File: src/common/xosera_config.svh
// build constants for the display controller
// sync timing is a tiny test mode, so a frame is short in simulation
// syncs are active high, counts are in pixels and lines
`ifndef XOSERA_CONFIG_SVH
`define XOSERA_CONFIG_SVH

`define VID_H_VISIBLE   32      // visible pixels per line
`define VID_H_FRONT     4
`define VID_H_SYNC      4
`define VID_H_BACK      4
`define VID_V_VISIBLE   8       // visible lines per frame
`define VID_V_FRONT     1
`define VID_V_SYNC      2
`define VID_V_BACK      1

`define VRAM_AW         12      // VRAM words = 2**VRAM_AW
`define COLOR_AW        8       // color memory entries = 2**COLOR_AW

`define VID_PIPE_DELAY  4       // scan counters to output pins
`define BUS_SYNC_STAGES 2       // host cs_n synchronizer, at least 2

`endif

File: src/common/xv_bus_pkg.sv
// host side types: data words, register numbers, XR map and interrupt bits
// register numbers 9 to 15 are not decoded and read zero
package xv_bus_pkg;

    typedef logic [15:0] word_t;        // VRAM/XR data word
    typedef logic [15:0] addr_t;        // VRAM or XR word address

    // host register numbers, order is the bus encoding
    typedef enum logic [3:0] {
        XM_SYS_CTRL,                    // ro: [15] v_blank, [14] h_blank
        XM_INT_CTRL,                    // even: mask, odd: status/clear
        XM_XR_ADDR,
        XM_XR_DATA,
        XM_RD_INCR,
        XM_RD_ADDR,
        XM_WR_INCR,
        XM_WR_ADDR,
        XM_DATA
    } xm_reg_t;

    // XR address map
    localparam addr_t XR_COLOR_BASE  = 16'h8000;    // color memory region
    localparam addr_t XR_VID_CTRL    = 16'h0000;    // [15:8] border, [0] 4bpp
    localparam addr_t XR_VID_FB_ADDR = 16'h0001;    // frame buffer start
    localparam addr_t XR_VID_INTR    = 16'h0002;    // write raises soft intr

    typedef logic [1:0] intr_t;
    localparam int INTR_VBLANK = 0;
    localparam int INTR_SOFT   = 1;

endpackage

File: src/common/xv_video_pkg.sv
// video side types: color index, color entry and the decoded pixel word
// leftmost pixel is always the most significant field of a word
package xv_video_pkg;

    typedef logic [7:0] color_idx_t;

    // color memory entry, alpha kept but not displayed
    typedef struct packed {
        logic [3:0] a;
        logic [3:0] r;
        logic [3:0] g;
        logic [3:0] b;
    } argb_t;

    // one VRAM word seen as 8bpp or 4bpp indexes
    typedef union packed {
        logic [1:0][7:0] idx8;          // [1] is leftmost
        logic [3:0][3:0] idx4;          // [3] is leftmost
    } pixel_word_u;

endpackage

File: src/common/xm_req_if.sv
// one sel/ack memory request port
// requester holds sel, wr, addr and wdata until ack, drops sel after it
// ack is a single cycle pulse, read data valid with ack
`timescale 1ns/1ps

interface xm_req_if import xv_bus_pkg::*; ();
    logic   sel;        // request active
    logic   ack;        // one cycle completion
    logic   wr;         // 1 = write
    addr_t  addr;
    word_t  wdata;
    word_t  rdata;      // valid in ack cycle

    modport requester(output sel, wr, addr, wdata, input ack, rdata);
    modport responder(input sel, wr, addr, wdata, output ack, rdata);
endinterface

File: src/hw/xrmem_arb.sv
// XR space decode: color memory above XR_COLOR_BASE, video registers below
// color memory is dual port, video lookup never stalls
// ack one cycle after sel, register reads use current video reg data
`timescale 1ns/1ps
`include "xosera_config.svh"

module xrmem_arb import xv_bus_pkg::*, xv_video_pkg::*; (
    input  wire logic       clk,
    xm_req_if.responder     regs_i,
    output logic            xreg_wr_o,
    output logic      [1:0] xreg_num_o,
    output word_t           xreg_data_o,
    input  wire word_t      xreg_data_i,
    input  wire color_idx_t color_idx_i,
    output argb_t           color_o
);

argb_t                  color_mem [0:2**`COLOR_AW-1];
logic                   is_color;
logic                   req;            // first cycle of a request
logic                   ack;
word_t                  rdata;
logic [`COLOR_AW-1:0]   color_addr;

assign is_color   = (regs_i.addr & XR_COLOR_BASE) != '0;
assign req        = regs_i.sel & ~ack;
assign color_addr = regs_i.addr[`COLOR_AW-1:0];

// video register bus
assign xreg_wr_o   = req & regs_i.wr & ~is_color;
assign xreg_num_o  = regs_i.addr[1:0];
assign xreg_data_o = regs_i.wdata;

assign regs_i.ack   = ack;
assign regs_i.rdata = rdata;

// host port
always_ff @(posedge clk) begin
    ack <= req;
    if (req && regs_i.wr && is_color) begin
        color_mem[color_addr] <= argb_t'(regs_i.wdata);
    end
    rdata <= is_color ? word_t'(color_mem[color_addr]) : xreg_data_i;
end

// video lookup port
always_ff @(posedge clk) begin
    color_o <= color_mem[color_idx_i];
end

endmodule

File: src/flat_wrapper.sv
// flat-port wrapper written by rule: the top's interface ports become plain ports
module xrmem_arb_flat import xv_bus_pkg::*, xv_video_pkg::*;
  (clk, xreg_wr_o, xreg_num_o, xreg_data_o, xreg_data_i, color_idx_i, color_o, regs_i_sel, regs_i_wr, regs_i_addr, regs_i_wdata, regs_i_ack, regs_i_rdata);
  xm_req_if regs_i_i ();
  input  wire logic clk;
  output logic xreg_wr_o;
  output logic      [1:0] xreg_num_o;
  output word_t xreg_data_o;
  input  wire word_t xreg_data_i;
  input  wire color_idx_t color_idx_i;
  output argb_t color_o;
  input wire logic [$bits(regs_i_i.sel)-1:0] regs_i_sel;
  input wire logic [$bits(regs_i_i.wr)-1:0] regs_i_wr;
  input wire logic [$bits(regs_i_i.addr)-1:0] regs_i_addr;
  input wire logic [$bits(regs_i_i.wdata)-1:0] regs_i_wdata;
  output wire logic [$bits(regs_i_i.ack)-1:0] regs_i_ack;
  output wire logic [$bits(regs_i_i.rdata)-1:0] regs_i_rdata;
  assign regs_i_i.sel = regs_i_sel;
  assign regs_i_i.wr = regs_i_wr;
  assign regs_i_i.addr = regs_i_addr;
  assign regs_i_i.wdata = regs_i_wdata;
  assign regs_i_ack = regs_i_i.ack;
  assign regs_i_rdata = regs_i_i.rdata;
  xrmem_arb u_core (.clk(clk), .regs_i(regs_i_i), .xreg_wr_o(xreg_wr_o), .xreg_num_o(xreg_num_o), .xreg_data_o(xreg_data_o), .xreg_data_i(xreg_data_i), .color_idx_i(color_idx_i), .color_o(color_o));
endmodule
File: config.mk
export PLATFORM = sky130hd
export DESIGN_NAME = xrmem_arb_flat
export DESIGN_NICKNAME = d
export VERILOG_FILES = /design/src/common/xv_bus_pkg.sv /design/src/common/xv_video_pkg.sv /design/src/common/xm_req_if.sv /design/src/hw/xrmem_arb.sv /design/src/flat_wrapper.sv
export VERILOG_INCLUDE_DIRS = /design/src /design/src/common
export SDC_FILE = /design/constraint.sdc
export NUM_CORES = 2
export LEC_CHECK = 0
export BUFFER_PORTS_ARGS = -buffer_cell sky130_fd_sc_hd__clkbuf_2
export CAP_MARGIN = 20
export CORE_MARGIN = 2
export CORE_UTILIZATION = 35
export DETAILED_ROUTE_END_ITERATION = 10
export SLEW_MARGIN = 10
export SYNTH_ARGS = -nofsm -noshare
export SYNTH_HDL_FRONTEND = slang
export SYNTH_SLANG_ARGS = --single-unit
File: constraint.sdc
create_clock -name clk -period 3.3 [get_ports clk]
set_input_delay 0.66 -clock clk [delete_from_list [all_inputs] [get_ports clk]]
set_output_delay 0.66 -clock clk [all_outputs]
set_load 0.02 [all_outputs]
==> results.tsv <==
stage	metric	value	unit
status	status	complete, no violations	
pwr	p_per_area	508	nW/um^2
sta	drv_slew	0	
job	max_cap_viol_count	0	
cells_and_area	fin_nets	10600	
floorplan	die_y	742	um
routing	vias_per_cell	6.29	
synthesis	synthFlopType	edfxtp_1	
pwr	p_total	118	mW
synthesis	synth_top_area_share	64.5	%
place	placed_area	218000	um^2
sta	clock-skew-final	83.2	ps
routing	drc	0	
routing	drt_first_pass_iters	6	
critical_path	cp_max_fo	14	
floorplan	die_area	551000	um^2
grt	first_global_vias	113000	
synthesis	synth_common_cells	4,096 x edfxtp_1, 2,240 x mux4_2, 519 x mux2i_1, 304 x nor2_1, 264 x clkbuf_1	
hold_path	hp-class	primary input to register	
synthesis	ys_seq_elements	4129	
floorplan	core	544000	um^2
floorplan	die_w	742	um
critical_path	critPathArrivalTime	4240	ps
synthesis	synth_edf_count	4096	
synthesis	synth_warnings	0	
grt	track_usage	25.4	%
synthesis	synth_area_leaders	edfxtp_1 65%, mux4_2 26%, mux2i_1 2.7%	
floorplan	start_util	35.1	%
critical_path	crit_start	regs_i_addr[0]	
clock_tree	htree_levels	5	
critical_path	cp-start-kind	primary input	
sta	setup_violations	0	
sta	whs	51.2	ps
clock_tree	cts-buffers-inserted	420	
floorplan	row_count	271	
synthesis	synth_cells	8931	
place	dp_hpwl	490000	um
floorplan	io_pins	111	
critical_path	crit_path_end	u_core.regs_i.rdata[5]$_DFF_P_	
routing	antenna_left	0	
critical_path	reg2reg_slack	110	ps
sta	worst_slew_pin_slew	1340	ps
synthesis	synth.distinct_cells	61	
critical_path	worst_r2r_path_depth	8	
routing	detail_route.wl_per_cell	39.3	um
synthesis	async_flop_share	0	%
sta	worst_slack	11.2	ps
clock_tree	clk_pin_slew_worst_paths	70	ps
sta	rsz0062_at_grt	false	
routing	wirelength	714000	um
cells_and_area	finish.instance_area	232000	um^2
sta	max_freq	304	MHz
grt	grt_remaining_overflow	0	
sta	fin_crit_sh	99.7	%
critical_path	end_kind	register	
critical_path	rr_startpoint	u_core.color_mem[46][5]$_DFFE_PP_	
clock_tree	clock-root-buffer	clkbuf_16	
grt	antenna_found_initial	64	
synthesis	ys_seq_area_share	64.9	%
cells_and_area	fillCellCount	46500	
sta	relSlewSlack	10.7	%
sta	hold_violations	0	
sta	min_period	3290	ps
clock_tree	cts.sinks	4129	
grt	grt_max_degree	160	
pwr	ir_worst_vdd	481	uV
grt	grt_pass1_wl	967000	um
pwr	p_leak	74.4	nW
clock_tree	cts_tree	built	
synthesis	synth.most_common_cell	edfxtp_1	
place	gp_congestion	0.982	
synthesis	syn_nets	8990	
synthesis	synth_area	191000	um^2
clock_tree	cts_setup_buffers	0	
clock_tree	clockBufferDepth	4	
cells_and_area	area_growth	21.5	%
routing	drt_iter0_drc	18000	
cells_and_area	drive_gt1_share	46.7	%
critical_path	cp.required	4250	ps
clock_tree	clock_latency	1070	ps
place	dp_slack	-1150	ps
synthesis	netlist.top_cell.by_area	edfxtp_1	
critical_path	r2r-end	u_core.regs_i.rdata[5]$_DFF_P_	
routing	via_count	114000	
place	numPortBuffers	103	
critical_path	critical_path_class	primary input to register	
synthesis	synth_area_per_cell	21.3	um^2
[cells by family after synthesis]
kind of cell / share of synthesized area [%]
buffers and inverters: 2.09
AND/OR/NAND/NOR: 1.52
flip-flops: 64.9
multiplexers: 29.2
AO/OA/AOI/OAI: 2.30
[critical path, stage by stage]
cell and delay (ps):
buf_12 220, buf_4 220, buf_12 170, buf_12 160
buf_4 150, mux4_2 510, a221oi_2 480, buf_4 220
o22ai_1 70, a21oi_1 540, nor2_1 370, o32a_1 400
[per-layer routing]
metal	vias up	part of all wire, %	track usage [%]
met5	-	0.028	0
met2	8116	46	38.8
li1	42700	-	-
met4	28	6.1	13.2
met1	61900	36	33.0
met3	1499	12	7.48
[final cells by class]
type / count / area, um^2 / area share, %
inverters: 3 / 18.8 / 0.00810
repair buffers: 1895 / 21100 / 9.12
clock buffers: 496 / 11000 / 4.73
clock inverters: 280 / 2730 / 1.18
flip-flops and latches: 4129 / 124000 / 53.4
multi-input cells: 4051 / 64000 / 27.6
well taps: 7234 / 9050 / 3.91
diodes: 68 / 170 / 0.0734
[cell usage in the layout, fill, tap and decap left out, drive strengths merged, types with 5 or more instances in the layout]
cell | Yosys | final
o22a | 8 | 8
a22o | 22 | 22
mux4 | 2240 | 2240
a21oi | 117 | 117
nor2b | 24 | 24
a2111oi | 5 | 5
nand2b | 11 | 11
nor2 | 304 | 304
or2 | 5 | 5
mux2 | 10 | 10
and2 | 8 | 8
clkbuf | 264 | 576
a211oi | 12 | 12
a31oi | 5 | 5
a221oi | 52 | 52
nand4 | 14 | 14
mux2i | 519 | 519
and3 | 19 | 19
clkinv | 1 | 196
or3 | 5 | 5
nor4 | 25 | 25
clkinvlp | 0 | 33
buf | 484 | 1804
o22ai | 33 | 33
dfxtp | 33 | 33
bufinv | 0 | 38
a22oi | 229 | 229
nand3 | 42 | 42
nand2 | 177 | 177
edfxtp | 4096 | 4096
inv | 2 | 16
o211ai | 21 | 21
dlygate4sd3 | 0 | 11
nor3 | 19 | 19
o32ai | 9 | 9
diode | 0 | 68
o21ai | 49 | 49
a32oi | 23 | 23
[worst min path at each step]
stage | startpoint | cells past startpoint | endpoint | slack, ps
4_1_cts | regs_i_wdata[15] | 1 | u_core.color_mem[17][15]$_DFFE_PP_ | 4
3_5_place_dp | u_core.regs_i.ack$_DFF_P_ | 1 | u_core.regs_i.ack$_DFF_P_ | 440
5_1_grt | regs_i_wdata[8] | 1 | u_core.color_mem[221][8]$_DFFE_PP_ | 10
6_report | regs_i_wdata[7] | 1 | u_core.color_mem[32][7]$_DFFE_PP_ | 50
3_3_place_gp | u_core.regs_i.ack$_DFF_P_ | 1 | u_core.regs_i.ack$_DFF_P_ | 420
2_1_floorplan | u_core.regs_i.ack$_DFF_P_ | 1 | u_core.regs_i.ack$_DFF_P_ | 560
[flip-flops by register name, summed over array words and instances (netlist names)]
name	flops
u_core.regs_i.rdata	16
u_core.color_o	16
u_core.color_mem	4096
u_core.regs_i.ack	1
[power by group]
group | switching [mW] | internal, mW | leakage, nW | total, mW
combinational | 6.81 | 4.89 | 30.7 | 11.7
clock | 21.3 | 26.8 | 6.61 | 48.1
sequential | 0.192 | 57.7 | 37.1 | 57.9
total | 28.3 | 89.4 | 74.4 | 118
[stage by stage]
step / utilization (%) / TNS [ps] / instances
after floorplan: - / -334440 / 8931
after global placement: 40.1 / -284500 / 17300
after detailed placement: 40.1 / -274530 / 17300
after CTS: 42.6 / 0 / 18100
after global routing: 42.6 / 0 / 18100
final: 42.6 / 0 / 18200
[what timing repair did]
item                                    4_1_cts  5_1_grt
endpoints found under the setup margin        1        2
hold buffers                                 11        0
hold endpoints to repair                     68        0
gates resized for setup                       1        3
cloned                                        0        0
Power figures use the tool's default switching activity.
