### src/common/xosera_config.svh
// build constants for the display controller
// sync timing is a tiny test mode, so a frame is short in simulation
// syncs are active high, counts are in pixels and lines
`ifndef XOSERA_CONFIG_SVH
`define XOSERA_CONFIG_SVH

`define VID_H_VISIBLE   32      // visible pixels per line
`define VID_H_FRONT     4
`define VID_H_SYNC      4
`define VID_H_BACK      4
`define VID_V_VISIBLE   8       // visible lines per frame
`define VID_V_FRONT     1
`define VID_V_SYNC      2
`define VID_V_BACK      1

`define VRAM_AW         12      // VRAM words = 2**VRAM_AW
`define COLOR_AW        8       // color memory entries = 2**COLOR_AW

`define VID_PIPE_DELAY  4       // scan counters to output pins
`define BUS_SYNC_STAGES 2       // host cs_n synchronizer, at least 2

`endif

### src/common/xv_bus_pkg.sv
// host side types: data words, register numbers, XR map and interrupt bits
// register numbers 9 to 15 are not decoded and read zero
package xv_bus_pkg;

    typedef logic [15:0] word_t;        // VRAM/XR data word
    typedef logic [15:0] addr_t;        // VRAM or XR word address

    // host register numbers, order is the bus encoding
    typedef enum logic [3:0] {
        XM_SYS_CTRL,                    // ro: [15] v_blank, [14] h_blank
        XM_INT_CTRL,                    // even: mask, odd: status/clear
        XM_XR_ADDR,
        XM_XR_DATA,
        XM_RD_INCR,
        XM_RD_ADDR,
        XM_WR_INCR,
        XM_WR_ADDR,
        XM_DATA
    } xm_reg_t;

    // XR address map
    localparam addr_t XR_COLOR_BASE  = 16'h8000;    // color memory region
    localparam addr_t XR_VID_CTRL    = 16'h0000;    // [15:8] border, [0] 4bpp
    localparam addr_t XR_VID_FB_ADDR = 16'h0001;    // frame buffer start
    localparam addr_t XR_VID_INTR    = 16'h0002;    // write raises soft intr

    typedef logic [1:0] intr_t;
    localparam int INTR_VBLANK = 0;
    localparam int INTR_SOFT   = 1;

endpackage

### src/common/xm_req_if.sv
// one sel/ack memory request port
// requester holds sel, wr, addr and wdata until ack, drops sel after it
// ack is a single cycle pulse, read data valid with ack
`timescale 1ns/1ps

interface xm_req_if import xv_bus_pkg::*; ();
    logic   sel;        // request active
    logic   ack;        // one cycle completion
    logic   wr;         // 1 = write
    addr_t  addr;
    word_t  wdata;
    word_t  rdata;      // valid in ack cycle

    modport requester(output sel, wr, addr, wdata, input ack, rdata);
    modport responder(input sel, wr, addr, wdata, output ack, rdata);
endinterface

### src/hw/reg_interface/reg_interface.sv
// host register bus, 8 bits wide with byte select
// cs_n must stay low and high for at least 4 clocks, inputs stable while low
// host must leave one full cs cycle between accesses so requests finish
// odd byte writes act, even byte writes are latched for the next odd write
`timescale 1ns/1ps
`include "xosera_config.svh"

module reg_interface import xv_bus_pkg::*; (
    input  wire logic       clk,
    input  wire logic       reset_i,
    input  wire logic       bus_cs_n_i,         // strobe, active low
    input  wire logic       bus_rd_nwr_i,       // 1 = read
    input  wire xm_reg_t    bus_reg_num_i,
    input  wire logic       bus_bytesel_i,      // 1 = odd byte
    input  wire logic [7:0] bus_data_i,
    output logic      [7:0] bus_data_o,
    xm_req_if.requester     vram_o,
    xm_req_if.requester     xr_o,
    input  wire logic       h_blank_i,
    input  wire logic       v_blank_i,
    input  wire intr_t      intr_status_i,
    output intr_t           intr_mask_o,
    output intr_t           intr_clear_o        // one cycle clear strobe
);

logic [`BUS_SYNC_STAGES-1:0] cs_sync;   // msb is the synchronized cs_n
logic   cs_last;
logic   bus_strobe;                     // falling edge of synced cs_n
logic [7:0] even_byte;                  // latched high byte
addr_t  rd_addr;
addr_t  rd_incr;
addr_t  wr_addr;
addr_t  wr_incr;
addr_t  xr_addr;
word_t  rd_data;                        // VRAM prefetch
word_t  xr_data;                        // XR prefetch
word_t  reg_word;                       // selected register for reads
word_t  bus_word;

assign bus_strobe = cs_last & ~cs_sync[`BUS_SYNC_STAGES-1];
assign bus_word   = {even_byte, bus_data_i};

always_comb begin
    case (bus_reg_num_i)
        XM_SYS_CTRL:    reg_word = {v_blank_i, h_blank_i, 14'h0000};
        XM_INT_CTRL:    reg_word = {6'h00, intr_mask_o, 6'h00, intr_status_i};
        XM_XR_ADDR:     reg_word = xr_addr;
        XM_XR_DATA:     reg_word = xr_data;
        XM_RD_INCR:     reg_word = rd_incr;
        XM_RD_ADDR:     reg_word = rd_addr;
        XM_WR_INCR:     reg_word = wr_incr;
        XM_WR_ADDR:     reg_word = wr_addr;
        XM_DATA:        reg_word = rd_data;
        default:        reg_word = '0;
    endcase
end

// cs_n synchronizer, idles high
always_ff @(posedge clk) begin
    if (reset_i) begin
        cs_sync <= '1;
        cs_last <= 1'b1;
    end else begin
        cs_sync <= {cs_sync[`BUS_SYNC_STAGES-2:0], bus_cs_n_i};
        cs_last <= cs_sync[`BUS_SYNC_STAGES-1];
    end
end

always_ff @(posedge clk) begin
    if (reset_i) begin
        vram_o.sel   <= 1'b0;
        xr_o.sel     <= 1'b0;
        intr_mask_o  <= '0;
        intr_clear_o <= '0;
    end else begin
        intr_clear_o <= '0;

        // completions, increments wait for ack
        if (vram_o.ack) begin
            vram_o.sel <= 1'b0;
            if (vram_o.wr) begin
                wr_addr <= wr_addr + wr_incr;
            end else begin
                rd_data <= vram_o.rdata;
            end
        end
        if (xr_o.ack) begin
            xr_o.sel <= 1'b0;
            if (xr_o.wr) begin
                xr_addr <= xr_addr + 1'b1;
            end else begin
                xr_data <= xr_o.rdata;
            end
        end

        if (bus_strobe) begin
            if (bus_rd_nwr_i) begin
                bus_data_o <= bus_bytesel_i ? reg_word[7:0] : reg_word[15:8];   // held until next
                // odd data reads advance and prefetch again
                if (bus_bytesel_i && bus_reg_num_i == XM_DATA) begin
                    rd_addr     <= rd_addr + rd_incr;
                    vram_o.sel  <= 1'b1;
                    vram_o.wr   <= 1'b0;
                    vram_o.addr <= rd_addr + rd_incr;
                end
                if (bus_bytesel_i && bus_reg_num_i == XM_XR_DATA) begin
                    xr_addr   <= xr_addr + 1'b1;
                    xr_o.sel  <= 1'b1;
                    xr_o.wr   <= 1'b0;
                    xr_o.addr <= xr_addr + 1'b1;
                end
            end else if (!bus_bytesel_i) begin
                even_byte <= bus_data_i;
                if (bus_reg_num_i == XM_INT_CTRL) begin
                    intr_mask_o <= bus_data_i[1:0];
                end
            end else begin
                case (bus_reg_num_i)
                    XM_INT_CTRL:    intr_clear_o <= bus_data_i[1:0];   // write 1 to clear
                    XM_XR_ADDR: begin
                        xr_addr   <= bus_word;
                        xr_o.sel  <= 1'b1;          // prefetch
                        xr_o.wr   <= 1'b0;
                        xr_o.addr <= bus_word;
                    end
                    XM_XR_DATA: begin
                        xr_o.sel   <= 1'b1;
                        xr_o.wr    <= 1'b1;
                        xr_o.addr  <= xr_addr;
                        xr_o.wdata <= bus_word;
                    end
                    XM_RD_INCR:     rd_incr <= bus_word;
                    XM_RD_ADDR: begin
                        rd_addr     <= bus_word;
                        vram_o.sel  <= 1'b1;        // prefetch
                        vram_o.wr   <= 1'b0;
                        vram_o.addr <= bus_word;
                    end
                    XM_WR_INCR:     wr_incr <= bus_word;
                    XM_WR_ADDR:     wr_addr <= bus_word;
                    XM_DATA: begin
                        vram_o.sel   <= 1'b1;
                        vram_o.wr    <= 1'b1;
                        vram_o.addr  <= wr_addr;
                        vram_o.wdata <= bus_word;
                    end
                    default: begin
                    end
                endcase
            end
        end
    end
end

endmodule

### src/flat_wrapper.sv
// flat-port wrapper written by rule: the top's interface ports become plain ports
module reg_interface_flat import xv_bus_pkg::*;
  (clk, reset_i, bus_cs_n_i, bus_rd_nwr_i, bus_reg_num_i, bus_bytesel_i, bus_data_i, bus_data_o, h_blank_i, v_blank_i, intr_status_i, intr_mask_o, intr_clear_o, vram_o_sel, vram_o_wr, vram_o_addr, vram_o_wdata, vram_o_ack, vram_o_rdata, xr_o_sel, xr_o_wr, xr_o_addr, xr_o_wdata, xr_o_ack, xr_o_rdata);
  xm_req_if vram_o_i ();
  xm_req_if xr_o_i ();
  input  wire logic clk;
  input  wire logic reset_i;
  input  wire logic bus_cs_n_i;
  input  wire logic bus_rd_nwr_i;
  input  wire xm_reg_t bus_reg_num_i;
  input  wire logic bus_bytesel_i;
  input  wire logic [7:0] bus_data_i;
  output logic      [7:0] bus_data_o;
  input  wire logic h_blank_i;
  input  wire logic v_blank_i;
  input  wire intr_t intr_status_i;
  output intr_t intr_mask_o;
  output intr_t intr_clear_o;
  output wire logic [$bits(vram_o_i.sel)-1:0] vram_o_sel;
  output wire logic [$bits(vram_o_i.wr)-1:0] vram_o_wr;
  output wire logic [$bits(vram_o_i.addr)-1:0] vram_o_addr;
  output wire logic [$bits(vram_o_i.wdata)-1:0] vram_o_wdata;
  input wire logic [$bits(vram_o_i.ack)-1:0] vram_o_ack;
  input wire logic [$bits(vram_o_i.rdata)-1:0] vram_o_rdata;
  output wire logic [$bits(xr_o_i.sel)-1:0] xr_o_sel;
  output wire logic [$bits(xr_o_i.wr)-1:0] xr_o_wr;
  output wire logic [$bits(xr_o_i.addr)-1:0] xr_o_addr;
  output wire logic [$bits(xr_o_i.wdata)-1:0] xr_o_wdata;
  input wire logic [$bits(xr_o_i.ack)-1:0] xr_o_ack;
  input wire logic [$bits(xr_o_i.rdata)-1:0] xr_o_rdata;
  assign vram_o_sel = vram_o_i.sel;
  assign vram_o_wr = vram_o_i.wr;
  assign vram_o_addr = vram_o_i.addr;
  assign vram_o_wdata = vram_o_i.wdata;
  assign vram_o_i.ack = vram_o_ack;
  assign vram_o_i.rdata = vram_o_rdata;
  assign xr_o_sel = xr_o_i.sel;
  assign xr_o_wr = xr_o_i.wr;
  assign xr_o_addr = xr_o_i.addr;
  assign xr_o_wdata = xr_o_i.wdata;
  assign xr_o_i.ack = xr_o_ack;
  assign xr_o_i.rdata = xr_o_rdata;
  reg_interface u_core (.clk(clk), .reset_i(reset_i), .bus_cs_n_i(bus_cs_n_i), .bus_rd_nwr_i(bus_rd_nwr_i), .bus_reg_num_i(bus_reg_num_i), .bus_bytesel_i(bus_bytesel_i), .bus_data_i(bus_data_i), .bus_data_o(bus_data_o), .vram_o(vram_o_i), .xr_o(xr_o_i), .h_blank_i(h_blank_i), .v_blank_i(v_blank_i), .intr_status_i(intr_status_i), .intr_mask_o(intr_mask_o), .intr_clear_o(intr_clear_o));
endmodule
### config.mk
export PLATFORM = sky130hd
export DESIGN_NAME = reg_interface_flat
export DESIGN_NICKNAME = d
export VERILOG_FILES = /design/src/common/xv_bus_pkg.sv /design/src/common/xm_req_if.sv /design/src/hw/reg_interface/reg_interface.sv /design/src/flat_wrapper.sv
export VERILOG_INCLUDE_DIRS = /design/src /design/src/common
export SDC_FILE = /design/constraint.sdc
export NUM_CORES = 1
export LEC_CHECK = 0
export BUFFER_PORTS_ARGS = -buffer_cell sky130_fd_sc_hd__buf_2
export CAP_MARGIN = 25
export CORE_MARGIN = 2
export CORE_UTILIZATION = 53
export CTS_CLUSTER_DIAMETER = 80
export DETAILED_ROUTE_END_ITERATION = 12
export PLACE_DENSITY = 0.77
export SLEW_MARGIN = 20
export SYNTH_ARGS = -nofsm -noshare
export SYNTH_HDL_FRONTEND = slang
export SYNTH_SLANG_ARGS = --single-unit
### constraint.sdc
create_clock -name clk -period 3.43 [get_ports clk]
set_input_delay 0.686 -clock clk [delete_from_list [all_inputs] [get_ports clk]]
set_output_delay 0.686 -clock clk [all_outputs]
set_load 0.01 [all_outputs]
==> impl_results.md <==
* Number of global-route vias before repair at 8191
* Largest net degree at the start of global routing at 79
* Residual DRC at 0
* Final period utilization at 80.90%
* Worst endpoint required time at 3710 ps
* Register bit total from synthesis at 203
* RSZ-0062 raised after global routing: false
* Library cells used by synthesis at 79
* HP Class: input pin to flip-flop
* Drt total wl at 33070 um
* Main area contributors after synthesis: edfxtp_1, a21oi_1, nor2_1
* Crit Path Class: flip-flop to flip-flop
* Root Driver: clkbuf_16
* Number of synthesis warnings at 0
* Diode count at 0
* Sum Neg Setup Slack at 0 ps
* Critical-path top delay cell: a2111oi_1
* Leak at 4.831 nW
* Internal cell power at 0.004472 W
* Tmin final at 2775 ps
* Max cap viols at 0
* Area growth syn-to-layout at 15.73%
* Comb pwr share at 8.4%
* CP Max Fanout at 4
* Vias per Instance at 6.296
* Initial Utilization at 54.41%
* Num CTS Buffers at 22
* Hold_buf cts at 0
* CTS Buffer Depth at 3
* Starting DRT DRC Count at 1210
* Slew Viols, Final at 0
* Critical path launch point: u_core.wr_addr[0]
* Die area at 0.02208 mm2
* Share of layout cells above drive strength 1 at 21.90%
* Worst path max stage delay at 460 ps
* Clk_lat worst skew at 520 ps
* Flop pwr share at 48.8%
* Fmax at 360.4 MHz
* Post-CTS Resized at 0
* Pre-antenna DRT Iters at 5
* Worst VDD drop at 0.3476 mV
* Die Y at 148.6 um
* Synth area leader: edfxtp_1
* Nets at 1232
* Switch Pwr at 0.001345 W
* Post-synth ARST share at 0%
* Final Hold Viols at 0
* Tightest Pin Transition at 813.5 ps
* Number of post-CTS setup repair buffers at 0
* R2r endpoint: u_core.wr_addr[8]
* Final GP Congestion at 1.071
* Hold Path Sink: u_core.xr_data[9]
* Syn Inst Count at 1016
* CP Cell Sequence: ha_1 > fa_1 > a21o_1 > a21oi_2 > o21bai_1 > a2111oi_1 > o21bai_1 > a31oi_1 > o21ai_1
* Cell repeated most along the worst path: o21bai_1
* Port Buffers at 134
* Slew HR at 45.35%
* CP startpoint kind: flip-flop
* IO Pins at 135
* WL/cell at 23.13 um
* Mapped Nets at 1104
* Status: finished clean
* Commonest cells post-synth: edfxtp_1, nor2_1, a21oi_1, nand2_1, o21ai_0
* Area share of the largest cell type after synthesis at 52.58%
* Post-synth EDFFs at 194
* Clock Power Share at 42.7%
* Cell with the most instances after synthesis: edfxtp_1
* Critical R2R Launch: u_core.wr_addr[0]
* Switching Share at 23.12%
* Synth Cell Area at 0.01108 mm2
* Initial antenna violation count at 1
* R2r setup slk at 660 ps
* First-pass GRT wire length at 48780 um
* DR vias at 9003
* Die Span X at 148.6 um
* Overflow after GRT at 0
* Most used DFF post-synth: edfxtp_1
* Setup Viol. Count Final at 0
* Antenna Nets Post-Route at 0
* Syn Area/Cell at 10.90 um2
* Gr usage total at 29.45%
* Clock sinks at 203
* H-tree Lvls at 1
* Sequential fraction of the synthesis area at 54.21%
* Post-DP HPWL at 23780 um
* Crit path DAT at 3050 ps
* Pwr dens at 453.7 mW/mm2
* Worst-path clk slew at 60 ps
* Num rows at 52
* Reg2reg path depth at 9
* Util after Layout at 62.96%
* Min-delay src: xr_o_rdata[9]
* Crit path capture type: flip-flop
* Final Skew at 27.36 ps
* CTS tree: yes
* WHS Path Cells at 1
* Core area at 0.02036 mm2
per-stage QoR:
step           area [um2]  cells  hold slack (ps)  total power [W]  worst slack, ps
4_1_cts             12820   1430            335.2         0.005828            653.7
2_1_floorplan       11090   1016            389.5         0.003187            358.2
3_5_place_dp        12060   1390            402.7         0.003367            530.8
5_1_grt             12820   1430            337.8         0.005969            447.9
6_report            12820   1430            349.5         0.005817            655.0
3_3_place_gp        12060   1390            392.4         0.003357            537.6
worst max-delay path: cells and delay by family, from the launching register on:
kind                       cells  cell delay (ps)
AOI/OAI and AO/OA              7             1410
adders and majority gates      2              660
DFF                            1              440
logic make-up (layout without fill, tap and decap cells):
logic type      count (synthesis)  in the layout  share of synthesized area (%)
xor+xnor                       48             48                          3.794
compound gates                278            278                          16.23
simple gates                  325            325                          14.00
mux                            39             39                          4.167
flops                         203            203                          54.21
buf+inv                        90            234                          3.738
fa+ha+maj                      33             33                          3.862
cells in the final DEF (no fill, tap or decap), types with 6 or more instances in the layout:
master / synthesis / layout
edfxtp_1: 194 / 194
buf_2: 24 / 134
nor2_1: 107 / 107
a21oi_1: 88 / 88
nand2_1: 84 / 84
o21ai_0: 56 / 56
xnor2_1: 35 / 35
buf_4: 7 / 33
ha_1: 31 / 31
nand3_1: 30 / 30
nor3_1: 30 / 28
mux2i_1: 27 / 27
inv_1: 26 / 26
clkbuf_16: 0 / 22
a221oi_1: 14 / 14
and3_1: 14 / 14
a211oi_1: 13 / 13
xor2_1: 13 / 13
o21ai_1: 12 / 12
a31oi_1: 11 / 11
a21o_1: 10 / 10
nand2b_1: 9 / 9
dfxtp_1: 9 / 9
mux2_2: 7 / 7
and2_1: 7 / 7
a211o_1: 7 / 7
nor2b_1: 7 / 6
o31ai_1: 6 / 6
o22ai_1: 6 / 6
power by group through the flow:
stage | clock network [W] | logic (W) | registers (W)
2_1_floorplan | 0 | 0.000346 | 0.00284
3_3_place_gp | 0 | 0.000471 | 0.00289
3_5_place_dp | 0 | 0.000480 | 0.00289
4_1_cts | 0.00251 | 0.000485 | 0.00284
5_1_grt | 0.00260 | 0.000532 | 0.00284
6_report | 0.00248 | 0.000491 | 0.00284
worst max-delay path by stage:
stage,end,cells past startpoint,slack (ps)
4_1_cts,u_core.wr_addr[8],9,650
3_5_place_dp,u_core.wr_addr[12],9,530
5_1_grt,u_core.wr_addr[8],9,450
6_report,u_core.wr_addr[8],9,660
3_3_place_gp,u_core.bus_data_o[6],8,540
2_1_floorplan,u_core.xr_o.wdata[0],5,360
metal layers:
metal,wire [um],track usage (%),vias to the layer above
li1,-,-,4071
met1,13180,43.35,4265
met2,14730,44.44,592
met3,3953,4.969,75
met4,1199,10.43,0
met5,0,0,-
area by class of cell:
cell class / count / area, um2
clock buffers: 28 / 583.1
clock inverters: 12 / 176.4
fillers: 1597 / 7542
inverters: 26 / 97.59
multi-input cells: 723 / 4683
flip-flops and latches: 203 / 6006
well taps: 270 / 337.8
repair buffers: 168 / 938.4
(Power assumes the default switching activity.)
