## config.mk

```make
export PLATFORM = sky130hd
export DESIGN_NAME = video_gen
export DESIGN_NICKNAME = d
export VERILOG_FILES = /design/src/common/xv_bus_pkg.sv /design/src/common/xv_video_pkg.sv /design/src/hw/video_gen/video_gen.sv
export VERILOG_INCLUDE_DIRS = /design/src /design/src/common
export SDC_FILE = /design/constraint.sdc
export NUM_CORES = 1
export LEC_CHECK = 0
export BUFFER_PORTS_ARGS = -buffer_cell sky130_fd_sc_hd__buf_2
export CORE_UTILIZATION = 47
export DETAILED_ROUTE_END_ITERATION = 6
export PLACE_DENSITY = 0.75
export SLEW_MARGIN = 10
export SYNTH_ARGS = -nofsm -noshare
export SYNTH_HDL_FRONTEND = slang
export SYNTH_SLANG_ARGS = --single-unit
```

## constraint.sdc

```tcl
create_clock -name clk -period 2.42 [get_ports clk]
set_input_delay 0.121 -clock clk [delete_from_list [all_inputs] [get_ports clk]]
set_output_delay 0.121 -clock clk [all_outputs]
set_load 0.01 [all_outputs]
```

## src/common/xosera_config.svh

```systemverilog
// build constants for the display controller
// sync timing is a tiny test mode, so a frame is short in simulation
// syncs are active high, counts are in pixels and lines
`ifndef XOSERA_CONFIG_SVH
`define XOSERA_CONFIG_SVH

`define VID_H_VISIBLE   32      // visible pixels per line
`define VID_H_FRONT     4
`define VID_H_SYNC      4
`define VID_H_BACK      4
`define VID_V_VISIBLE   8       // visible lines per frame
`define VID_V_FRONT     1
`define VID_V_SYNC      2
`define VID_V_BACK      1

`define VRAM_AW         12      // VRAM words = 2**VRAM_AW
`define COLOR_AW        8       // color memory entries = 2**COLOR_AW

`define VID_PIPE_DELAY  4       // scan counters to output pins
`define BUS_SYNC_STAGES 2       // host cs_n synchronizer, at least 2

`endif

```

## src/common/xv_bus_pkg.sv

```systemverilog
// host side types: data words, register numbers, XR map and interrupt bits
// register numbers 9 to 15 are not decoded and read zero
package xv_bus_pkg;

    typedef logic [15:0] word_t;        // VRAM/XR data word
    typedef logic [15:0] addr_t;        // VRAM or XR word address

    // host register numbers, order is the bus encoding
    typedef enum logic [3:0] {
        XM_SYS_CTRL,                    // ro: [15] v_blank, [14] h_blank
        XM_INT_CTRL,                    // even: mask, odd: status/clear
        XM_XR_ADDR,
        XM_XR_DATA,
        XM_RD_INCR,
        XM_RD_ADDR,
        XM_WR_INCR,
        XM_WR_ADDR,
        XM_DATA
    } xm_reg_t;

    // XR address map
    localparam addr_t XR_COLOR_BASE  = 16'h8000;    // color memory region
    localparam addr_t XR_VID_CTRL    = 16'h0000;    // [15:8] border, [0] 4bpp
    localparam addr_t XR_VID_FB_ADDR = 16'h0001;    // frame buffer start
    localparam addr_t XR_VID_INTR    = 16'h0002;    // write raises soft intr

    typedef logic [1:0] intr_t;
    localparam int INTR_VBLANK = 0;
    localparam int INTR_SOFT   = 1;

endpackage

```

## src/common/xv_video_pkg.sv

```systemverilog
// video side types: color index, color entry and the decoded pixel word
// leftmost pixel is always the most significant field of a word
package xv_video_pkg;

    typedef logic [7:0] color_idx_t;

    // color memory entry, alpha kept but not displayed
    typedef struct packed {
        logic [3:0] a;
        logic [3:0] r;
        logic [3:0] g;
        logic [3:0] b;
    } argb_t;

    // one VRAM word seen as 8bpp or 4bpp indexes
    typedef union packed {
        logic [1:0][7:0] idx8;          // [1] is leftmost
        logic [3:0][3:0] idx4;          // [3] is leftmost
    } pixel_word_u;

endpackage

```

## src/hw/video_gen/video_gen.sv

```systemverilog
// scan counters, video XR registers, frame buffer fetch and pixel output
// pipeline: counters, fetch, index select, color lookup, output register
// stage count is fixed at 4, VID_PIPE_DELAY must match
// fetch is at most every second cycle, VRAM read is one cycle registered
`timescale 1ns/1ps
`include "xosera_config.svh"

module video_gen import xv_bus_pkg::*, xv_video_pkg::*; (
    input  wire logic       clk,
    input  wire logic       reset_i,
    input  wire logic       xr_reg_wr_i,
    input  wire logic [1:0] xr_reg_num_i,
    input  wire word_t      xr_reg_data_i,
    output word_t           xr_reg_data_o,
    output logic            vram_sel_o,
    output addr_t           vram_addr_o,
    input  wire word_t      vram_data_i,
    output color_idx_t      color_idx_o,
    input  wire argb_t      color_i,
    output logic            h_blank_o,
    output logic            v_blank_o,
    output logic            vblank_intr_o,
    output logic            soft_intr_o,
    output logic      [3:0] red_o,
    output logic      [3:0] green_o,
    output logic      [3:0] blue_o,
    output logic            hsync_o,
    output logic            vsync_o,
    output logic            dv_de_o
);

localparam int H_TOTAL = `VID_H_VISIBLE + `VID_H_FRONT + `VID_H_SYNC + `VID_H_BACK;
localparam int V_TOTAL = `VID_V_VISIBLE + `VID_V_FRONT + `VID_V_SYNC + `VID_V_BACK;
localparam int H_SYNC_START = `VID_H_VISIBLE + `VID_H_FRONT;
localparam int V_SYNC_START = `VID_V_VISIBLE + `VID_V_FRONT;
localparam int PD = `VID_PIPE_DELAY - 1;    // flops before output register

logic [$clog2(H_TOTAL)-1:0] h_count;
logic [$clog2(V_TOTAL)-1:0] v_count;
logic           bpp4;                       // 0 = 8bpp
logic [7:0]     border_idx;                 // stored for readback
addr_t          fb_addr;
logic           de0;
logic           hs0;
logic           vs0;
logic [1:0]     sub0;                       // pixel within word
addr_t          pix_num;                    // pixel number in frame
logic [PD-1:0]  de_p;
logic [PD-1:0]  hs_p;
logic [PD-1:0]  vs_p;
logic [1:0]     sub1;
logic [1:0]     sub2;
word_t          word_q;                     // held fetch word
pixel_word_u    pix_word;

assign de0 = (h_count < `VID_H_VISIBLE) && (v_count < `VID_V_VISIBLE);
assign hs0 = (h_count >= H_SYNC_START) && (h_count < H_SYNC_START + `VID_H_SYNC);
assign vs0 = (v_count >= V_SYNC_START) && (v_count < V_SYNC_START + `VID_V_SYNC);
assign sub0 = bpp4 ? h_count[1:0] : {1'b0, h_count[0]};
assign pix_num = addr_t'(v_count * `VID_H_VISIBLE + h_count);
assign h_blank_o = (h_count >= `VID_H_VISIBLE);
assign v_blank_o = (v_count >= `VID_V_VISIBLE);

always_comb begin
    case (xr_reg_num_i)
        XR_VID_CTRL[1:0]:       xr_reg_data_o = {border_idx, 7'h00, bpp4};
        XR_VID_FB_ADDR[1:0]:    xr_reg_data_o = fb_addr;
        default:                xr_reg_data_o = '0;     // intr reg is write only
    endcase
end

// word arrives on first pixel of a group, later pixels use held copy
always_comb begin
    pix_word = (sub2 == 2'b00) ? vram_data_i : word_q;
    if (bpp4) begin
        color_idx_o = {4'h0, pix_word.idx4[~sub2]};
    end else begin
        color_idx_o = pix_word.idx8[~sub2[0]];
    end
end

always_ff @(posedge clk) begin
    if (reset_i) begin
        h_count       <= '0;
        v_count       <= '0;
        bpp4          <= 1'b0;
        border_idx    <= '0;
        fb_addr       <= '0;
        vram_sel_o    <= 1'b0;
        vblank_intr_o <= 1'b0;
        soft_intr_o   <= 1'b0;
        de_p          <= '0;
        hs_p          <= '0;
        vs_p          <= '0;
        dv_de_o       <= 1'b0;
        hsync_o       <= 1'b0;
        vsync_o       <= 1'b0;
        {red_o, green_o, blue_o} <= '0;
    end else begin
        if (h_count == H_TOTAL - 1) begin
            h_count <= '0;
            v_count <= (v_count == V_TOTAL - 1) ? '0 : v_count + 1'b1;
        end else begin
            h_count <= h_count + 1'b1;
        end

        // XR video registers
        if (xr_reg_wr_i && xr_reg_num_i == XR_VID_CTRL[1:0]) begin
            bpp4       <= xr_reg_data_i[0];
            border_idx <= xr_reg_data_i[15:8];
        end
        if (xr_reg_wr_i && xr_reg_num_i == XR_VID_FB_ADDR[1:0]) begin
            fb_addr <= xr_reg_data_i;
        end
        soft_intr_o   <= xr_reg_wr_i && xr_reg_num_i == XR_VID_INTR[1:0];
        vblank_intr_o <= (h_count == 0) && (v_count == `VID_V_VISIBLE);   // first blank line

        vram_sel_o <= de0 && sub0 == 2'b00;     // once per word

        de_p <= {de_p[PD-2:0], de0};
        hs_p <= {hs_p[PD-2:0], hs0};
        vs_p <= {vs_p[PD-2:0], vs0};
        dv_de_o <= de_p[PD-1];
        hsync_o <= hs_p[PD-1];
        vsync_o <= vs_p[PD-1];
        {red_o, green_o, blue_o} <= de_p[PD-1] ? {color_i.r, color_i.g, color_i.b} : 12'h000;
    end
end

always_ff @(posedge clk) begin
    vram_addr_o <= fb_addr + (bpp4 ? pix_num >> 2 : pix_num >> 1);
    sub1 <= sub0;
    sub2 <= sub1;
    if (sub2 == 2'b00) begin
        word_q <= vram_data_i;
    end
end

endmodule

```

==> out/qor.yml, run 1 <==
status:
  status: "completed"
clock_tree:
  h-tree-depth: 3
  clkLatencyLatePin_ns: 0.36
  cts.sinks: 98
  numCtsBuffers: 9
  cts_tree: "built"
  path_clk_slew_ns: 0.10
  cts_buffer_depth: 2
  cts-root-buf: "clkbuf_8"
place:
  dp.cells: 652
  io_buffers: 108
  placed_area_mm2: 0.00501
  place_congestion: 0.821
  post-place-ws_ns: -0.126
  place_hpwl_um: 6660
yosys:
  avgSynthCellArea_um2: 9.74
  synthesis.area_mm2: 0.00421
  yosysTopAreaCell: "dfxtp_1"
  syn-num-nets: 504
  synth-async-reset-ratio: 0
  ys.flop_type: "dfxtp_1"
  ys_ff_latch: 98
  syn_inst: 432
  synth_area_leaders: "dfxtp_1, mux2i_1, ha_1"
  yosysSeqAreaShare: 0.466
  netlist.area_leader.share: 0.466
  yosysWarnings: 0
  synth_edf_count: 0
  ys_types: 49
finish:
  utilization: 0.664
  layout_common_cells: "buf_2, dfxtp_1, nand2_1, nor2_1, dlygate4sd3_1"
  final_common_cell: "buf_2"
  layout-drive-gt1-share: 0.344
  layout.nets: 667
  seq_area_mm2: 0.00197
  stdcell_area_mm2: 0.00576
  area_delta_synth_final_pct: 36.9
  layoutNonFillerInstCount: 707
  diodes: 0
  multiInputGateArea_mm2: 0.00226
  fillCellCount: 713
global_routing:
  antenna_found_initial: 0
  grt_start_max_net_pins: 50
  grt_pass1_wl_um: 16700
  overflow: 0
  grt_pass1_vias: 3679
  grt_use_total: 0.219
worst_setup_path:
  cp-start-kind: "flop"
  critical_path_class: "reg -> reg"
  crit_arrival_ns: 2.68
  crit_required_ns: 2.72
  path_max_fanout: 4
  worstSetupEndpointType: "flop"
job:
  cap_violations: 0
die:
  ios: 113
  core_mm2: 0.00868
  die_y_um: 96.6
  rows: 34
  die-area_mm2: 0.00934
  die_w_um: 96.6
  start_util: 0.485
timing:
  fmax_mhz: 420
  rsz0062_at_grt: "true"
  finalCritPeriodShare: 0.985
  setup_viol: 0
  fin_crit_ns: 2.38
  worst_slew_pin_slew_ns: 0.867
  fin_worst_skew_ns: 0.0118
  setup_ws_ns: 0.0372
  maxSlewViolCount: 0
  hold_violations: 0
  max-slew-margin-rel: 0.422
  tns_ns: 0
routing:
  drt_iter0_markers: 65
  drc: 0
  via_per_inst: 5.07
  wl_per_cell_um: 13.9
  postRouteAntennaNets: 0
  wl_um: 9830
  via_count: 3588
  firstDrtPassIters: 4
hold_path:
  hold_path.class: "in -> reg"
power_and_ir_drop:
  vdd_drop_max_mv: 0.277
  leakage_uw: 0.00259
  power.density_mw_per_mm2: 553
-- state kept, by name, indices dropped and copies added (netlist names), 4 cells and up --
name,cells
fb_addr,16
vram_addr_o,16
word_q,16
border_idx,8
h_count,6
blue_o,4
green_o,4
red_o,4
v_count,4
-- power breakdown --
part | switching (µW) | internal (µW) | leakage (µW)
Sequential | 42.3 | 1680 | 0.000803
Combinational | 177 | 210 | 0.00169
Clock | 567 | 506 | 0.0000950
-- worst paths after layout --
kind	from	endpoint	slack, ns	depth (start not counted)
worst max-delay path	h_count[5]	vram_addr_o[10]	0.04	11
worst min-delay path	xr_reg_data_i[15]	fb_addr[15]	0.01	3
worst max register to register	h_count[5]	vram_addr_o[10]	0.04	11
worst min register to register	sub1[1]	sub2[1]	0.34	0
-- cells by family (layout without fill, tap and decap cells) --
kind of cell,count (synthesis),after routing,synth area share
and+or+nand+nor,154,154,0.180
DFF,98,98,0.466
AOI/OAI and AO/OA,59,59,0.0910
muxes,48,48,0.132
buffers and inverters,36,203,0.0354
adders and majority gates,19,19,0.0583
xor gates and xnor gates,18,18,0.0375
-- metrics by stage --
stage	total power, µW	hold slack [ns]
final	3190	0.0107
after global routing	3330	0.00875
after global placement	2080	0.313
after detailed placement	2090	0.315
after CTS	3210	0.000462
after floorplan	1960	0.243
-- metal layers --
layer  wire [µm]  vias to the layer above  GRT usage
met5           0                        -          0
met4         242                        0     0.0953
met3         412                       25     0.0405
met2        4950                       97      0.401
met1        4230                     1675      0.246
li1            -                     1791          -
-- critical path, stage by stage, from the launching register on --
cell and delay, ns:
dfxtp_2 0.34, ha_4 0.17, ha_4 0.18, nand3_2 0.06, o31ai_1 0.06, a32o_2 0.27
ha_4 0.24, a2111oi_4 0.27, o211ai_1 0.17, a31oi_2 0.29, nand2b_4 0.19, xnor2_2 0.10
-- cell type report --
type,count,share of cell area
clock buffer,10,0.0239
clock inverter,5,0.0109
inverter,10,0.00652
tap,108,0.0235
multi-input combinational,298,0.392
sequential,98,0.341
timing repair buffer,178,0.202
-- synthesized netlist by cell type (4+ instances only) --
| library cell | n |
|---|---|
| a21oi_1 | 31 |
| and2_1 | 21 |
| buf_2 | 8 |
| clkbuf_1 | 14 |
| dfxtp_1 | 98 |
| ha_1 | 18 |
| inv_1 | 10 |
| mux2_2 | 20 |
| mux2i_1 | 24 |
| mux4_2 | 4 |
| nand2_1 | 51 |
| nand2b_1 | 5 |
| nand3_1 | 4 |
| nor2_1 | 42 |
| nor2b_1 | 10 |
| nor3_1 | 6 |
| o21ai_0 | 4 |
| xnor2_1 | 11 |
| xor2_1 | 7 |
-- repair_timing --
action | in CTS | in global routing
pin swaps | 11 | 9
setup endpoints to repair | 7 | 8
hold endpoints to repair | 42 | 1
hold buffers | 38 | 1
setup buffers | 1 | 2
resized for setup | 18 | 9
Power figures use the tool's default switching activity.
==> inputs of run 2 (changes only) <==
Settings changed: PLACE_DENSITY 0.75 to default, PLACE_DENSITY_LB_ADDON from default to 0.3.
==> out/qor.yml, run 2 (synthesis gave the netlist of run 1 again) <==
hold_path:
  hp-start: "xr_reg_data_i[15]"  # unchanged
  hold_path.class: "in -> reg"  # unchanged
power_and_ir_drop:
  p_total_uw: 3250  # was 3190 µW
  power.density_mw_per_mm2: 579  # was 553 mW/mm²
  leakage_uw: 0.00253  # was 0.00259 µW
  vdd_drop_max_mv: 0.293  # was 0.277 mV
routing:
  met2_length_um: 4880  # was 4950 µm
  postRouteAntennaNets: 0  # unchanged
  drt_iter0_markers: 120  # was 65
  wl_um: 9620  # was 9830 µm
  via_count: 3517  # was 3588
  firstDrtPassIters: 4  # unchanged
  wl_per_cell_um: 13.9  # about the same
  drc: 0  # unchanged
  top_layer_used: "met4"  # unchanged
  drt-met1-wl_um: 4210  # was 4230 µm
  via_per_inst: 5.09  # was 5.07
  met3WireLength_um: 384  # was 412 µm
worst_setup_path:
  critical_path_class: "reg -> reg"  # unchanged
  path_max_fanout: 4  # unchanged
  worstSetupEndpointType: "flop"  # unchanged
  crit_arrival_ns: 2.74  # was 2.68 ns
  r2r_start: "v_count[0]"  # was h_count[5]
  cp-start-kind: "flop"  # unchanged
  crit_required_ns: 2.71  # was 2.72 ns
  startpoint: "v_count[0]"  # was h_count[5]
global_routing:
  grt_start_max_net_pins: 37  # was 50
  grt_pass1_wl_um: 16200  # was 16700 µm
  antenna_found_initial: 0  # unchanged
  grt_pass1_vias: 3480  # was 3679
  grt_use_total: 0.211  # was 0.219
  overflow: 0  # unchanged
die:
  die_w_um: 96.6  # unchanged
  die-area_mm2: 0.00934  # unchanged
  ios: 113  # unchanged
  die_y_um: 96.6  # unchanged
  rows: 34  # unchanged
  core_mm2: 0.00868  # unchanged
  start_util: 0.485  # unchanged
finish:
  utilization: 0.646  # was 0.664
  diodes: 0  # unchanged
  seq_area_mm2: 0.00197  # unchanged
  layout_common_cells: "buf_2, dfxtp_1, nand2_1, nor2_1, dlygate4sd3_1"  # unchanged
  layout.nets: 651  # was 667
  final_common_cell: "buf_2"  # unchanged
  area_delta_synth_final_pct: 33.3  # was 36.9%
  multiInputGateArea_mm2: 0.00223  # was 0.00226 mm²
  stdcell_area_mm2: 0.00561  # was 0.00576 mm²
  layout-drive-gt1-share: 0.340  # was 0.344
  fillCellCount: 704  # was 713
  layoutNonFillerInstCount: 691  # was 707
  reg_top3: "fb_addr: 16 flops, vram_addr_o: 16 flops, word_q: 16 flops"  # unchanged
clock_tree:
  clkLatencyLatePin_ns: 0.36  # about the same
  cts_buffer_depth: 2  # unchanged
  cts.sinks: 98  # unchanged
  path_clk_slew_ns: 0.10  # about the same
  cts-root-buf: "clkbuf_8"  # unchanged
  cts_tree: "built"  # unchanged
  numCtsBuffers: 9  # unchanged
  h-tree-depth: 3  # unchanged
timing:
  fin_worst_skew_ns: 0.0128  # was 0.0118 ns
  fin_crit_ns: 2.44  # was 2.38 ns
  hold_violations: 0  # unchanged
  max-slew-margin-rel: 0.595  # was 0.422
  finalCritPeriodShare: 1.01  # was 0.985
  tns_ns: -0.0279  # was 0 ns
  rsz0062_at_grt: "true"  # unchanged
  maxSlewViolCount: 0  # unchanged
  setup_viol: 2  # was 0
  setup_ws_ns: -0.0248  # was 0.0372 ns
  worst_slew_pin_slew_ns: 0.607  # was 0.867 ns
  fmax_mhz: 409  # was 420 MHz
status:
  violations: "negative setup slack"
  status: "complete, but fails checks"  # was completed
place:
  dp.cells: 644  # was 652
  io_buffers: 108  # unchanged
  place_congestion: 0.895  # was 0.821
  placed_area_mm2: 0.00495  # was 0.00501 mm²
  place_hpwl_um: 6480  # was 6660 µm
job:
  cap_violations: 0  # unchanged
==> run 2: final timing paths <==
check        slack, ns  depth (start not counted)              end
max              -0.02                         11  vram_addr_o[10]
min               0.01                          3      fb_addr[15]
max reg2reg      -0.02                         11  vram_addr_o[10]
min reg2reg       0.33                          0          sub2[1]
==> run 2: what timing repair did <==
| action | in CTS | in global routing |
|---|---|---|
| buffers inserted | 0 | 2 |
| pin swaps | 9 | 5 |
| hold buffers | 29 | 1 |
| hold endpoints to repair | 29 | 1 |
| resized for setup | 16 | 9 |
| cloned | 0 | 0 |
| setup endpoints to repair | 7 | 7 |
==> run 2: metal layers <==
layer,global-route usage,vias to the layer above
li1,-,1764
met1,0.257,1649
met2,0.368,88
met3,0.0376,16
met4,0.0804,0
met5,0,-
==> run 2: layout make-up <==
type                            count  area share
Clock inverter                      6      0.0161
Multi-Input combinational cell    298       0.398
Sequential cell                    98       0.351
Tap cell                          108      0.0241
Inverter                           10     0.00669
Clock buffer                        9      0.0221
Timing Repair Buffer              162       0.183
==> run 2: through the flow <==
stage                     worst slack, ns  hold WS (ns)
after floorplan                   0.00233         0.243
after global placement            -0.0540         0.312
after detailed placement           -0.159         0.312
after CTS                         -0.0234       0.00166
after global routing               -0.131      -0.00347
final                             -0.0248        0.0126
==> run 2: critical path: stages (launching register included) <==
cell and delay, ns:
dfxtp_2 0.35, ha_4 0.17, ha_4 0.17, nand3_2 0.06
o31ai_2 0.06, a32o_2 0.27, ha_4 0.26, a2111oi_4 0.30
o211ai_1 0.19, a31oi_2 0.25, nand2b_4 0.19, xnor2_2 0.10
==> run 2: where the power goes <==
part / switching, µW / internal (µW) / total, µW
registers: 42.0 / 1680 / 1730
clock network: 571 / 581 / 1150
logic: 173 / 197 / 370
total: 787 / 2460 / 3250
